`src/include/rv_cfg.svh`:
```
////////////////////////////////////////////////////////////
// core sizing, include wherever widths or reset PC are needed
////////////////////////////////////////////////////////////
`ifndef RV_CFG_SVH
`define RV_CFG_SVH

`define RV_RESET_PC 32'h0000_0000 // first fetch address
`define RV_XLEN     32
`define RV_NREGS    32

`endif

```
`src/hw/rvPkg.sv`:
```
////////////////////////////////////////////////////////////
// shared types for the multicycle RV32I core
////////////////////////////////////////////////////////////
package rvPkg;

  typedef enum logic [4:0] {
    FETCH, FETCH_WAIT, DECODE, AUIPC, LUI, UNCONDJUMP,
    EXECUTER, EXECUTEI, MEMADR, MEMREAD, MEMWRITE, MEMWB,
    BRANCHIFEQ, BRANCHCOMP, ALUWB, JALR_CALC, JALR_STEP2,
    SPARE0, SPARE1
  } state_t;

  typedef enum logic [6:0] {
    RType      = 7'b0110011,
    ITypeLogic = 7'b0010011,
    ITypeLoad  = 7'b0000011,
    ITypeJalr  = 7'b1100111,
    SType      = 7'b0100011,
    BType      = 7'b1100011,
    UTypeLui   = 7'b0110111,
    UTypeAuipc = 7'b0010111,
    JType      = 7'b1101111,
    FENCE      = 7'b0001111
  } opcode_t;

  typedef enum logic       {ADR_PC, ADR_RESULT} adrSrc_t; // result mux feeds memAddr
  typedef enum logic [1:0] {PC_INCR, PC_JUMP, PC_ALU_RESULT} pcSrc_t;
  typedef enum logic [1:0] {SRCA_OLD_PC, SRCA_RS1, SRCA_ZERO} aluSrcA_t;
  typedef enum logic [1:0] {SRCB_RS2, SRCB_IMM, SRCB_FOUR} aluSrcB_t;
  typedef enum logic [1:0] {RES_ALU_OUT, RES_ALU_RESULT, RES_DATA} resultSrc_t;

  typedef enum logic [3:0] {
    ALU_ADD, ALU_SUB, ALU_SLL, ALU_SRL, ALU_SRA, ALU_AND, ALU_OR, ALU_XOR,
    ALU_SLT, ALU_SLTU, ALU_SGE, ALU_SGEU
  } aluOp_t;

  // one instruction word, six ways to look at it
  typedef struct packed {
    logic [6:0] funct7; logic [4:0] rs2; logic [4:0] rs1;
    logic [2:0] funct3; logic [4:0] rd; logic [6:0] opcode;
  } rFmt_t;
  typedef struct packed {
    logic [11:0] imm; logic [4:0] rs1; logic [2:0] funct3; logic [4:0] rd; logic [6:0] opcode;
  } iFmt_t;
  typedef struct packed {
    logic [6:0] immHi; logic [4:0] rs2; logic [4:0] rs1;
    logic [2:0] funct3; logic [4:0] immLo; logic [6:0] opcode;
  } sFmt_t;
  typedef struct packed {
    logic imm12; logic [5:0] imm10to5; logic [4:0] rs2; logic [4:0] rs1;
    logic [2:0] funct3; logic [3:0] imm4to1; logic imm11; logic [6:0] opcode;
  } bFmt_t;
  typedef struct packed {
    logic [19:0] imm; logic [4:0] rd; logic [6:0] opcode;
  } uFmt_t;
  typedef struct packed {
    logic imm20; logic [9:0] imm10to1; logic imm11; logic [7:0] imm19to12;
    logic [4:0] rd; logic [6:0] opcode;
  } jFmt_t;

  typedef union packed {
    rFmt_t r;
    iFmt_t i;
    sFmt_t s;
    bFmt_t b;
    uFmt_t u;
    jFmt_t j;
  } instr_u;

endpackage

```
`src/hw/ctrlBus.sv`:
```
////////////////////////////////////////////////////////////
// per-state control strobes, FSM to datapath
////////////////////////////////////////////////////////////
`timescale 1ns/100ps

interface ctrlBus;
  import rvPkg::*;

  adrSrc_t    adrSrc;
  logic       irWrite;
  logic       regWrite;
  logic       pcUpdate;
  pcSrc_t     pcSrc;
  logic [3:0] memWrite; // byte strobes
  aluSrcA_t   aluSrcA;
  aluSrcB_t   aluSrcB;
  resultSrc_t resultSrc;

  modport fsm (output adrSrc, irWrite, regWrite, pcUpdate, pcSrc, memWrite,
                      aluSrcA, aluSrcB, resultSrc);

  modport dp  (input  adrSrc, irWrite, regWrite, pcUpdate, pcSrc, memWrite,
                      aluSrcA, aluSrcB, resultSrc);

endinterface

```
`src/hw/controlFsm.sv`:
```
////////////////////////////////////////////////////////////
// Moore control FSM, sequences every instruction
// fetch, fetch wait, decode, then 1..3 work states
////////////////////////////////////////////////////////////
`timescale 1ns/100ps

module controlFsm (
  input  logic            clk,
  input  logic            reset,
  input  rvPkg::opcode_t  opcode,
  input  logic [2:0]      funct3,
  input  logic            zero,
  input  logic            aluBit0,
  input  logic [3:0]      byteMask,
  output rvPkg::state_t   state,
  ctrlBus.fsm             ctrl
);
  import rvPkg::*;

  state_t nextState;

  always_ff @(posedge clk) begin
    if (reset) state <= FETCH;
    else       state <= nextState;
  end

  always_comb begin
    case (state)
      FETCH:      nextState = FETCH_WAIT;
      FETCH_WAIT: nextState = DECODE;
      DECODE: begin
        case (opcode)
          JType:      nextState = UNCONDJUMP;
          RType:      nextState = EXECUTER;
          ITypeLogic: nextState = EXECUTEI;
          ITypeLoad,
          SType:      nextState = MEMADR;
          BType:      nextState = (funct3[2:1] == 2'b00) ? BRANCHIFEQ : BRANCHCOMP;
          UTypeAuipc: nextState = AUIPC;
          UTypeLui:   nextState = LUI;
          ITypeJalr:  nextState = JALR_CALC;
          FENCE:      nextState = FETCH;
          default:    nextState = DECODE; // unknown opcode hangs here
        endcase
      end
      AUIPC, LUI, UNCONDJUMP,
      EXECUTER, EXECUTEI:  nextState = ALUWB;
      MEMADR:     nextState = (opcode == SType) ? MEMWRITE : MEMREAD;
      MEMREAD:    nextState = MEMWB;
      JALR_CALC:  nextState = JALR_STEP2;
      JALR_STEP2: nextState = ALUWB;
      default:    nextState = FETCH; // writebacks, branches, stores, spares
    endcase
  end

  always_comb begin
    ctrl.adrSrc    = ADR_PC;
    ctrl.irWrite   = 1'b0;
    ctrl.regWrite  = 1'b0;
    ctrl.pcUpdate  = 1'b0;
    ctrl.pcSrc     = PC_INCR;
    ctrl.memWrite  = 4'b0000;
    ctrl.aluSrcA   = SRCA_OLD_PC;
    ctrl.aluSrcB   = SRCB_FOUR;
    ctrl.resultSrc = RES_ALU_OUT;

    case (state)
      FETCH_WAIT: begin // instruction word is on memRData now
        ctrl.irWrite  = 1'b1;
        ctrl.pcUpdate = 1'b1;
        ctrl.pcSrc    = PC_INCR;
      end
      DECODE, AUIPC: begin // branch/jump target or auipc sum
        ctrl.aluSrcA = SRCA_OLD_PC;
        ctrl.aluSrcB = SRCB_IMM;
      end
      LUI: begin
        ctrl.aluSrcA = SRCA_ZERO;
        ctrl.aluSrcB = SRCB_IMM;
      end
      EXECUTER: begin
        ctrl.aluSrcA = SRCA_RS1;
        ctrl.aluSrcB = SRCB_RS2;
      end
      EXECUTEI: begin
        ctrl.aluSrcA = SRCA_RS1;
        ctrl.aluSrcB = SRCB_IMM;
      end
      UNCONDJUMP: begin
        ctrl.aluSrcA  = SRCA_OLD_PC; // link value
        ctrl.aluSrcB  = SRCB_FOUR;
        ctrl.pcUpdate = 1'b1;
        ctrl.pcSrc    = PC_JUMP;     // target from decode
      end
      JALR_CALC: begin
        ctrl.aluSrcA  = SRCA_RS1;
        ctrl.aluSrcB  = SRCB_IMM;
        ctrl.pcUpdate = 1'b1;
        ctrl.pcSrc    = PC_ALU_RESULT; // rs1 + imm, bit 0 dropped
      end
      JALR_STEP2: begin
        ctrl.aluSrcA = SRCA_OLD_PC;
        ctrl.aluSrcB = SRCB_FOUR;
      end
      MEMADR: begin
        ctrl.aluSrcA   = SRCA_RS1;
        ctrl.aluSrcB   = SRCB_IMM;
        ctrl.adrSrc    = ADR_RESULT;
        ctrl.resultSrc = RES_ALU_RESULT; // live address
      end
      MEMREAD: begin
        ctrl.adrSrc = ADR_RESULT;
      end
      MEMWRITE: begin
        ctrl.adrSrc   = ADR_RESULT;
        ctrl.memWrite = byteMask;
      end
      MEMWB: begin
        ctrl.resultSrc = RES_DATA;
        ctrl.regWrite  = 1'b1;
      end
      ALUWB: ctrl.regWrite = 1'b1;
      BRANCHIFEQ: begin
        ctrl.aluSrcA  = SRCA_RS1;
        ctrl.aluSrcB  = SRCB_RS2;
        ctrl.pcSrc    = PC_JUMP;
        ctrl.pcUpdate = zero ^ funct3[0]; // beq on zero, bne otherwise
      end
      BRANCHCOMP: begin
        ctrl.aluSrcA  = SRCA_RS1;
        ctrl.aluSrcB  = SRCB_RS2;
        ctrl.pcSrc    = PC_JUMP;
        ctrl.pcUpdate = aluBit0; // compare already has the right sense
      end
      default: ;
    endcase
  end

endmodule

```
`src/hw/aluControl.sv`:
```
////////////////////////////////////////////////////////////
// picks the ALU operation from state and instruction fields
////////////////////////////////////////////////////////////
`timescale 1ns/100ps

module aluControl (
  input  rvPkg::opcode_t opcode,
  input  logic [2:0]     funct3,
  input  logic [6:0]     funct7,
  input  rvPkg::state_t  state,
  output rvPkg::aluOp_t  aluOp
);
  import rvPkg::*;

  always_comb begin
    case (state)
      BRANCHIFEQ: aluOp = ALU_SUB;
      BRANCHCOMP: begin
        case (funct3)
          3'b100:  aluOp = ALU_SLT;  // blt
          3'b101:  aluOp = ALU_SGE;  // bge
          3'b110:  aluOp = ALU_SLTU;
          default: aluOp = ALU_SGEU;
        endcase
      end
      EXECUTER, EXECUTEI: begin
        case (funct3)
          3'b000:  aluOp = (opcode == RType && funct7[5]) ? ALU_SUB : ALU_ADD;
          3'b001:  aluOp = ALU_SLL;
          3'b010:  aluOp = ALU_SLT;
          3'b011:  aluOp = ALU_SLTU;
          3'b100:  aluOp = ALU_XOR;
          3'b101:  aluOp = funct7[5] ? ALU_SRA : ALU_SRL; // srai keeps bit 30 too
          3'b110:  aluOp = ALU_OR;
          default: aluOp = ALU_AND;
        endcase
      end
      // addresses, link values and targets are all sums
      default: aluOp = ALU_ADD;
    endcase
  end

endmodule

```
`src/hw/datapath.sv`:
```
////////////////////////////////////////////////////////////
// PC, IR, register file, ALU and the memory-side muxes
////////////////////////////////////////////////////////////
`timescale 1ns/100ps
`include "rv_cfg.svh"

module datapath (
  input  logic                 clk,
  input  logic                 reset,
  ctrlBus.dp                   ctrl,
  input  rvPkg::aluOp_t        aluOp,
  input  logic [`RV_XLEN-1:0]  memRData,
  output logic [`RV_XLEN-1:0]  memAddr,
  output logic [`RV_XLEN-1:0]  memWData,
  output rvPkg::opcode_t       opcode,
  output logic [2:0]           funct3,
  output logic [6:0]           funct7,
  output logic                 zero,
  output logic                 aluBit0,
  output logic [3:0]           byteMask
);
  import rvPkg::*;

  logic [`RV_XLEN-1:0] pc, oldPc, pcNext;
  instr_u              ir;
  logic [`RV_XLEN-1:0] regs [`RV_NREGS];
  logic [`RV_XLEN-1:0] rs1Val, rs2Val, immExt;
  logic [`RV_XLEN-1:0] srcA, srcB, aluResult, aluOut, dataReg, result;
  logic [1:0]          byteOff;

  assign opcode = opcode_t'(ir.r.opcode);
  assign funct3 = ir.r.funct3;
  assign funct7 = ir.r.funct7;

  always_ff @(posedge clk) begin
    if (reset)              pc <= `RV_RESET_PC;
    else if (ctrl.pcUpdate) pc <= pcNext;
  end

  always_ff @(posedge clk) begin
    if (ctrl.irWrite) begin
      ir    <= memRData;
      oldPc <= pc; // fetch address of this instruction
    end
    aluOut  <= aluResult;
    dataReg <= memRData;
    if (ctrl.regWrite && ir.r.rd != 5'd0) regs[ir.r.rd] <= result;
  end

  assign rs1Val = (ir.r.rs1 == 5'd0) ? '0 : regs[ir.r.rs1];
  assign rs2Val = (ir.r.rs2 == 5'd0) ? '0 : regs[ir.r.rs2];

  always_comb begin
    case (opcode)
      ITypeLogic, ITypeLoad, ITypeJalr: immExt = {{20{ir.i.imm[11]}}, ir.i.imm};
      SType:   immExt = {{20{ir.s.immHi[6]}}, ir.s.immHi, ir.s.immLo};
      BType:   immExt = {{20{ir.b.imm12}}, ir.b.imm11, ir.b.imm10to5, ir.b.imm4to1, 1'b0};
      UTypeLui, UTypeAuipc: immExt = {ir.u.imm, 12'h000};
      JType:   immExt = {{12{ir.j.imm20}}, ir.j.imm19to12, ir.j.imm11, ir.j.imm10to1, 1'b0};
      default: immExt = '0;
    endcase
  end

  always_comb begin
    case (ctrl.aluSrcA)
      SRCA_RS1:  srcA = rs1Val;
      SRCA_ZERO: srcA = '0;
      default:   srcA = oldPc;
    endcase
    case (ctrl.aluSrcB)
      SRCB_RS2: srcB = rs2Val;
      SRCB_IMM: srcB = immExt;
      default:  srcB = `RV_XLEN'd4;
    endcase
  end

  always_comb begin
    case (aluOp)
      ALU_SUB:  aluResult = srcA - srcB;
      ALU_SLL:  aluResult = srcA << srcB[4:0];
      ALU_SRL:  aluResult = srcA >> srcB[4:0];
      ALU_SRA:  aluResult = $signed(srcA) >>> srcB[4:0];
      ALU_AND:  aluResult = srcA & srcB;
      ALU_OR:   aluResult = srcA | srcB;
      ALU_XOR:  aluResult = srcA ^ srcB;
      ALU_SLT:  aluResult = {31'd0, $signed(srcA) < $signed(srcB)};
      ALU_SLTU: aluResult = {31'd0, srcA < srcB};
      ALU_SGE:  aluResult = {31'd0, $signed(srcA) >= $signed(srcB)};
      ALU_SGEU: aluResult = {31'd0, srcA >= srcB};
      default:  aluResult = srcA + srcB;
    endcase
  end

  assign zero    = (aluResult == '0);
  assign aluBit0 = aluResult[0];

  always_comb begin
    case (ctrl.resultSrc)
      RES_ALU_RESULT: result = aluResult;
      RES_DATA:       result = dataReg;
      default:        result = aluOut;
    endcase
    case (ctrl.pcSrc)
      PC_JUMP:       pcNext = aluOut;
      PC_ALU_RESULT: pcNext = {aluResult[`RV_XLEN-1:1], 1'b0};
      default:       pcNext = pc + `RV_XLEN'd4;
    endcase
  end

  assign memAddr = (ctrl.adrSrc == ADR_RESULT) ? result : pc;

  // store lanes follow the low address bits
  assign byteOff  = memAddr[1:0];
  assign memWData = rs2Val << {byteOff, 3'b000};

  always_comb begin
    case (funct3[1:0])
      2'b00:   byteMask = 4'b0001 << byteOff; // sb
      2'b01:   byteMask = byteOff[1] ? 4'b1100 : 4'b0011;
      default: byteMask = 4'b1111;
    endcase
  end

endmodule

```
`src/hw/rvCore.sv`:
```
////////////////////////////////////////////////////////////
// core top level, plain single-port memory interface
////////////////////////////////////////////////////////////
`timescale 1ns/100ps
`include "rv_cfg.svh"

module rvCore (
  input  logic                clk,
  input  logic                reset,
  input  logic [`RV_XLEN-1:0] memRData,
  output logic [`RV_XLEN-1:0] memAddr,
  output logic [`RV_XLEN-1:0] memWData,
  output logic [3:0]          memWStrb,
  output rvPkg::state_t       fsmState
);
  import rvPkg::*;

  opcode_t    opcode;
  logic [2:0] funct3;
  logic [6:0] funct7;
  logic       zero, aluBit0;
  logic [3:0] byteMask;
  aluOp_t     aluOp;

  ctrlBus bus ();

  controlFsm i_controlFsm (
    .clk, .reset, .opcode, .funct3, .zero, .aluBit0, .byteMask,
    .state (fsmState),
    .ctrl  (bus.fsm)
  );

  aluControl i_aluControl (
    .opcode, .funct3, .funct7,
    .state (fsmState),
    .aluOp
  );

  datapath i_datapath (
    .clk, .reset,
    .ctrl (bus.dp),
    .aluOp, .memRData, .memAddr, .memWData,
    .opcode, .funct3, .funct7, .zero, .aluBit0, .byteMask
  );

  assign memWStrb = bus.memWrite;

endmodule

```
`config.mk`:
```
export PLATFORM = sky130hd
export DESIGN_NAME = rvCore
export DESIGN_NICKNAME = d
export VERILOG_FILES = /design/src/hw/rvPkg.sv /design/src/hw/ctrlBus.sv /design/src/hw/controlFsm.sv /design/src/hw/aluControl.sv /design/src/hw/datapath.sv /design/src/hw/rvCore.sv
export VERILOG_INCLUDE_DIRS = /design/src /design/src/include
export SDC_FILE = /design/constraint.sdc
export NUM_CORES = 2
export LEC_CHECK = 0
export BUFFER_PORTS_ARGS = -buffer_cell sky130_fd_sc_hd__buf_2
export CORE_ASPECT_RATIO = 1.4
export CORE_UTILIZATION = 48
export CTS_CLUSTER_DIAMETER = 50
export DETAILED_ROUTE_END_ITERATION = 6
export SLEW_MARGIN = 20
export SYNTH_ARGS = -nofsm -noshare
export SYNTH_HDL_FRONTEND = slang
export SYNTH_SLANG_ARGS = --single-unit
```
`constraint.sdc`:
```
create_clock -name clk -period 18.7 [get_ports clk]
set_input_delay 0.935 -clock clk [delete_from_list [all_inputs] [get_ports clk]]
set_output_delay 0.935 -clock clk [all_outputs]
set_load 0.1 [all_outputs]
```
Yosys cells after proc, flatten, opt, wreduce, memory -nomap -nowiden
Memory sizes are Yosys's and may differ from the RTL's. A register that Yosys moved wholly into a read port is not among the register bits.
Index checks and enable logic that the tools add are counted.
{"block": "word_totals", "regBits": 165, "input_bits": 34, "romBits": 0, "ramBits": 1024, "out_inout_bits": 73, "latch_bits": 0, "n_memories": 1, "elab_cells": 130}
{"block": "classes", "eq_ne": 51, "n_bitwise": 4, "n_div": 0, "n_shift": 5, "n_lt_le_gt_ge": 4, "add_sub_neg": 3, "reduce_logical": 23, "mux": 33, "multipliers": 0}
{"memory": "i_datapath.regs", "depth": 32, "word_bits": 32, "rd": 2, "rd_ports_with_merged_regs": 2, "wr": 1, "line_no": "datapath.sv:26", "source": "logic [`RV_XLEN-1:0] regs [`RV_NREGS];"}
{"cell": "32-bit one-hot mux with 11 select lines", "n": 1}
{"cell": "32-bit one-hot mux with 2 select lines", "n": 4}
{"cell": "32-bit one-hot mux with 5 select lines", "n": 1}
{"cell": "32-bit 2-to-1 mux", "n": 3}
{"cell": "32-bit >= comparator", "n": 2}
{"cell": "32-bit less-than comparator", "n": 2}
{"cell": "32-bit by 5-bit left shift with 32-bit output", "n": 2}
{"cell": "5-bit one-hot mux with 9 select lines", "n": 1}
{"cell": "5-bit by 4-bit equality test with 1-bit output (second input constant)", "n": 8}
{"cell": "5-bit one-hot mux with 7 select lines", "n": 1}
{"cell": "32-bit by 3-bit adder with 32-bit output (second input constant)", "n": 1}
{"cell": "32-bit adder", "n": 1}
{"cell": "32-bit bitwise AND", "n": 1}
{"cell": "32-bit logical NOT", "n": 1}
{"cell": "32-bit OR", "n": 1}
{"cell": "32-bit by 5-bit >> shifter with 32-bit output", "n": 1}
{"cell": "32-bit by 5-bit >>> shifter with 32-bit output", "n": 1}
{"cell": "32-bit subtractor", "n": 1}
{"cell": "32-bit XOR", "n": 1}
{"cell": "4-bit one-hot mux with 7 select lines", "n": 1}
{"cell": "7-bit by 6-bit equality test with 1-bit output (second input constant)", "n": 3}
{"cell": "7-bit equality test (second input constant)", "n": 3}
{"cell": "5-bit by 3-bit equality test with 1-bit output (second input constant)", "n": 4}
{"cell": "6-bit OR reduction", "n": 3}
{"cell": "other kinds (34)", "n": 75}

Logic depth before layout (Yosys ltp)
{"block": "logic_depth", "ltp_word": 12, "depth_mapped": 38, "depth_no_buf": 31}

Cells and area by module
From an unflattened synthesis, not the netlist that was laid out.
{"block": "unflattened", "hier_cells": 4556, "area_unflattened_um2": 65223.8}
{"mod": "datapath", "cells_each": 4426, "area_each_um2": 64291.7, "seq_area_each_um2": 34793.4, "n_inst": 1}
{"mod": "controlFsm", "cells_each": 107, "area_each_um2": 760.7, "seq_area_each_um2": 100.1, "n_inst": 1}
{"mod": "aluControl", "cells_each": 23, "area_each_um2": 171.4, "seq_area_each_um2": 0.0, "n_inst": 1}

Worst setup path after synthesis
Ideal clock, no wire load.
{"block": "synth_path", "kind": "register -> output", "startpoint": "register (tool-made name)", "endpoint": "output memWData[1]", "n_path_buf": 9, "stages_incl_launch_ff": 31, "t_required_ps": 17765, "path_slack_ps": 6522, "arrival_time_ps": 11243, "cell_sequence": "dfxtp_1 > buf_4 > buf_2 > buf_2 > clkbuf_1 > clkbuf_1 > buf_1 > mux4_2 > mux4_2 > nand2_1 > a21oi_1 > a22oi_1 > ha_1 > clkbuf_1 > nand2_1 > o21a_1 > o21ai_0 > a21oi_1 > a211oi_1 > o211ai_1 > a21oi_1 > nor2_1 > or2_2 > o211ai_1 > o211ai_1 > a22oi_1 > o21ai_0 > mux2_2 > clkbuf_1 > clkbuf_1 > nor4_1"}
{"element": "to (decl)", "line_no": "rvCore.sv:12", "source": "output logic [`RV_XLEN-1:0] memWData,"}

==> flow_summary.yaml <==
clock_network:
  h-tree-depth: 4
  cts.sinks: 1199
  cts-buffers-inserted: 131
  cts_tree: "yes"
  path_clk_slew_ns: 0.06
  postCtsSetupBuffers: 0
  cts_buffer_depth: 3
  cts-root-buf: "clkbuf_16"
  ctsHoldBuffers: 0
  clk_latency_ns: 0.79
  cts_resized: 0
detailed_routing:
  wl_per_cell_um: 41.0
  routed-wl-met2_um: 126000
  met3_length_um: 28300
  wl_met1_um: 96800
  drc: 43
  vias_per_cell: 7.23
  ant_nets: 0
  drt_iter0_drc: 6773
  top_layer: "met5"
  totalWireLength_um: 275000
  dr_total_vias: 48600
  drt_pass1_iterations: 7
global_route:
  grt_antenna_before_repair: 15
  grt_max_degree: 147
  overflow: 0
  grt_pass1_vias: 47300
  grt_pass1_wl_um: 377000
  grt_util_all_layers_pct: 39.6
synth:
  synthTopCellsByArea: "edfxtp_1 50%, mux4_2 18%, mux2i_1 3.8%"
  syn-instance-count: 4736
  synth_ff_type: "edfxtp_1"
  syn_area_um2: 66000
  synth_top_area_share_pct: 49.5
  ys_ff_latch: 1199
  synth_cell_types: 106
  synth_top_area_cell: "edfxtp_1"
  synth_edf_count: 1088
  ys_warn_count: 0
  async_reset_ff_share_pct: 0
  avgSynthCellArea_um2: 13.9
  ys_seq_area_share_pct: 52.9
final_layout:
  final_cell_area_um2: 73400
  layout-drive-gt1-share_pct: 25.7
  area_growth_pct: 11.3
  fillers: 11300
  final_nets: 4967
worst_setup_path:
  regToRegSetupSlack_ns: 7.63
  timing_worst_setup_path_type: "reg -> out"
  crit_arrival_ns: 11.73
  worstSetupEndpoint: "memWData[31]"
  rr_worst_depth: 25
  startpoint_type: "flip-flop"
  cp.required_ns: 17.77
  path_max_fanout: 90
  crit_path_end_kind: "output pin"
  reg2reg_to: "i_datapath.pc[2]$_SDFFE_PP0P_"
die:
  coreArea_um2: 136000
  num_rows: 160
  die_area_um2: 139000
  die_y_um: 441
  pin_count: 107
  start_util_pct: 48.5
  die_w_um: 315
placed_design:
  dp_hpwl_um: 183000
  place.gp.congestion: 1.12
  dpl_cell_area_um2: 69100
  post-place-ws_ns: 6.91
  io_buffers: 106
sta:
  relSlewSlack_pct: 9.91
  drv_slew: 0
  fin_skew_ns: 0.0277
  whs_ns: 0.277
  fin_crit_ns: 12.66
  tns_ns: 0
  postLayoutSetupSlackWorst_ns: 6.04
  period_share_pct: 67.7
  hold_viol_final: 0
  fmaxAchievable_ghz: 0.0790
  setup_violations: 0
  rsz0062_at_grt: "no"
  tightest_slew_ns: 1.35
power_and_ir_drop:
  finalPower_mw: 14.3
  power_density_nw_per_um2: 195
  ir_drop_mv: 0.344
  p_leak_nw: 24.9
run_status:
  violations: "design-rule violations"
  status: "finished with violations"
worst_hold_path:
  worst_hold_path_type: "in -> reg"
  hold_depth: 1
flow_run:
  maxCapViolations: 0
==> flip-flops by register name, summed over array words and instances, names as in the netlist, named ones only <==
| name | flops |
|---|---|
| i_datapath.pc | 32 |
| i_datapath.aluOut | 32 |
| i_controlFsm.state | 5 |
| i_datapath.regs | 1024 |
| i_datapath.ir | 32 |
| i_datapath.oldPc | 32 |
| i_datapath.dataReg | 32 |
==> per-layer routing <==
layer | up-vias | global-route usage [%]
met5 | - | 0
met4 | 6 | 29.0
met3 | 945 | 9.36
met2 | 3374 | 61.5
met1 | 24900 | 48.5
li1 | 19400 | -
==> worst max-delay path: stages, from the launching register on <==
cell and delay [ns]:
dfxtp_4 0.90, buf_4 0.73, buf_12 0.65, buf_4 0.87, mux4_2 0.37, mux4_2 0.23
nand2_1 0.05, a21oi_1 1.06, a22oi_1 0.30, ha_1 0.58, nand2_1 0.15, o21a_1 0.21
o21ai_0 0.22, a21oi_1 0.14, a211oi_1 0.48, o211ai_1 0.19, a21oi_1 0.25, nor2_1 0.09
o211ai_1 0.19, o211ai_1 0.11, o211ai_1 0.22, a22oi_1 0.20, o21ai_4 0.72, mux2_2 0.94
mux2_2 0.30, nor2_1 0.04, a21oi_1 0.17, buf_2 0.46
==> through the flow <==
stage | instances | util [%]
final | 6720 | 54.0
after global routing | 6714 | 53.9
after CTS | 6710 | 53.9
after detailed placement | 6474 | 50.8
after global placement | 6474 | 50.7
after floorplan | 4767 | -
==> worst min path at each step <==
| stage | start | slack, ns | to |
|---|---|---|---|
| after floorplan | i_datapath.pc[12]$_SDFFE_PP0P_ | 0.41 | i_datapath.oldPc[12]$_DFFE_PN_ |
| after global routing | memRData[13] | 0.26 | i_datapath.dataReg[13]$_DFF_P_ |
| after global placement | i_datapath.pc[3]$_SDFFE_PP0P_ | 0.52 | i_datapath.oldPc[3]$_DFFE_PN_ |
| after detailed placement | i_datapath.pc[20]$_SDFFE_PP0P_ | 0.53 | i_datapath.oldPc[20]$_DFFE_PN_ |
| final | memRData[14] | 0.28 | i_datapath.dataReg[14]$_DFF_P_ |
| after CTS | memRData[13] | 0.24 | i_datapath.dataReg[13]$_DFF_P_ |
==> synthesized netlist by cell type (22+ instances only) <==
master,number
nor2b_1,28
inv_1,111
nand2b_1,28
a21o_1,31
o22ai_1,45
mux2i_1,250
nor3_1,73
nor2_1,252
o21ai_0,133
o221ai_1,26
a22oi_1,96
mux2_2,89
o21a_1,35
clkbuf_1,181
nand3_1,71
xnor2_1,25
o211ai_1,44
and2_1,29
buf_2,86
a21oi_1,261
edfxtp_1,1088
a221oi_1,26
buf_1,61
ha_1,103
and3_1,25
nand2_1,349
a31oi_1,32
a211oi_1,68
a211o_1,22
mux4_2,525
buf_6,24
nor4_1,23
dfxtp_1,111
==> kinds of logic (layout without fill, tap and decap cells) <==
logic type,count (synthesis),in the layout,share of synthesized area [%]
AO/OA/AOI/OAI,1052,1052,11.1
XOR/XNOR,29,29,0.385
flip-flops,1199,1199,52.9
AND/OR/NAND/NOR,1000,1000,7.11
adder cells (fa/ha/maj),105,105,2.01
multiplexers,864,864,23.2
buffers and inverters,486,650,3.30
other,1,39,0.00568
==> final cells by class <==
| cell class | count | area (um2) | area share, % |
|---|---|---|---|
| multi-input cells | 3082 | 29500 | 40.2 |
| repair buffers | 297 | 2030 | 2.77 |
| clock inverters | 75 | 842 | 1.15 |
| clock buffers | 161 | 3420 | 4.66 |
| flip-flops and latches | 1199 | 34900 | 47.5 |
| diodes | 7 | 17.5 | 0.0238 |
| inverters | 117 | 443 | 0.603 |
| well taps | 1782 | 2230 | 3.04 |
==> power by group <==
group / internal [mW] / switching [mW]
sequential: 3.45 / 0.290
clock: 1.50 / 1.13
combinational: 2.53 / 5.42
total: 7.48 / 6.84
==> layout by cell type, fill, tap and decap left out, types with 107 or more instances in the layout <==
| cell type | instances |
|---|---|
| mux4_2 | 525 |
| a21oi_1 | 255 |
| inv_1 | 108 |
| mux2i_1 | 250 |
| nand2_1 | 348 |
| buf_4 | 183 |
| clkbuf_16 | 132 |
| edfxtp_1 | 1088 |
| nor2_1 | 229 |
| buf_2 | 107 |
(Power assumes the default switching activity.)
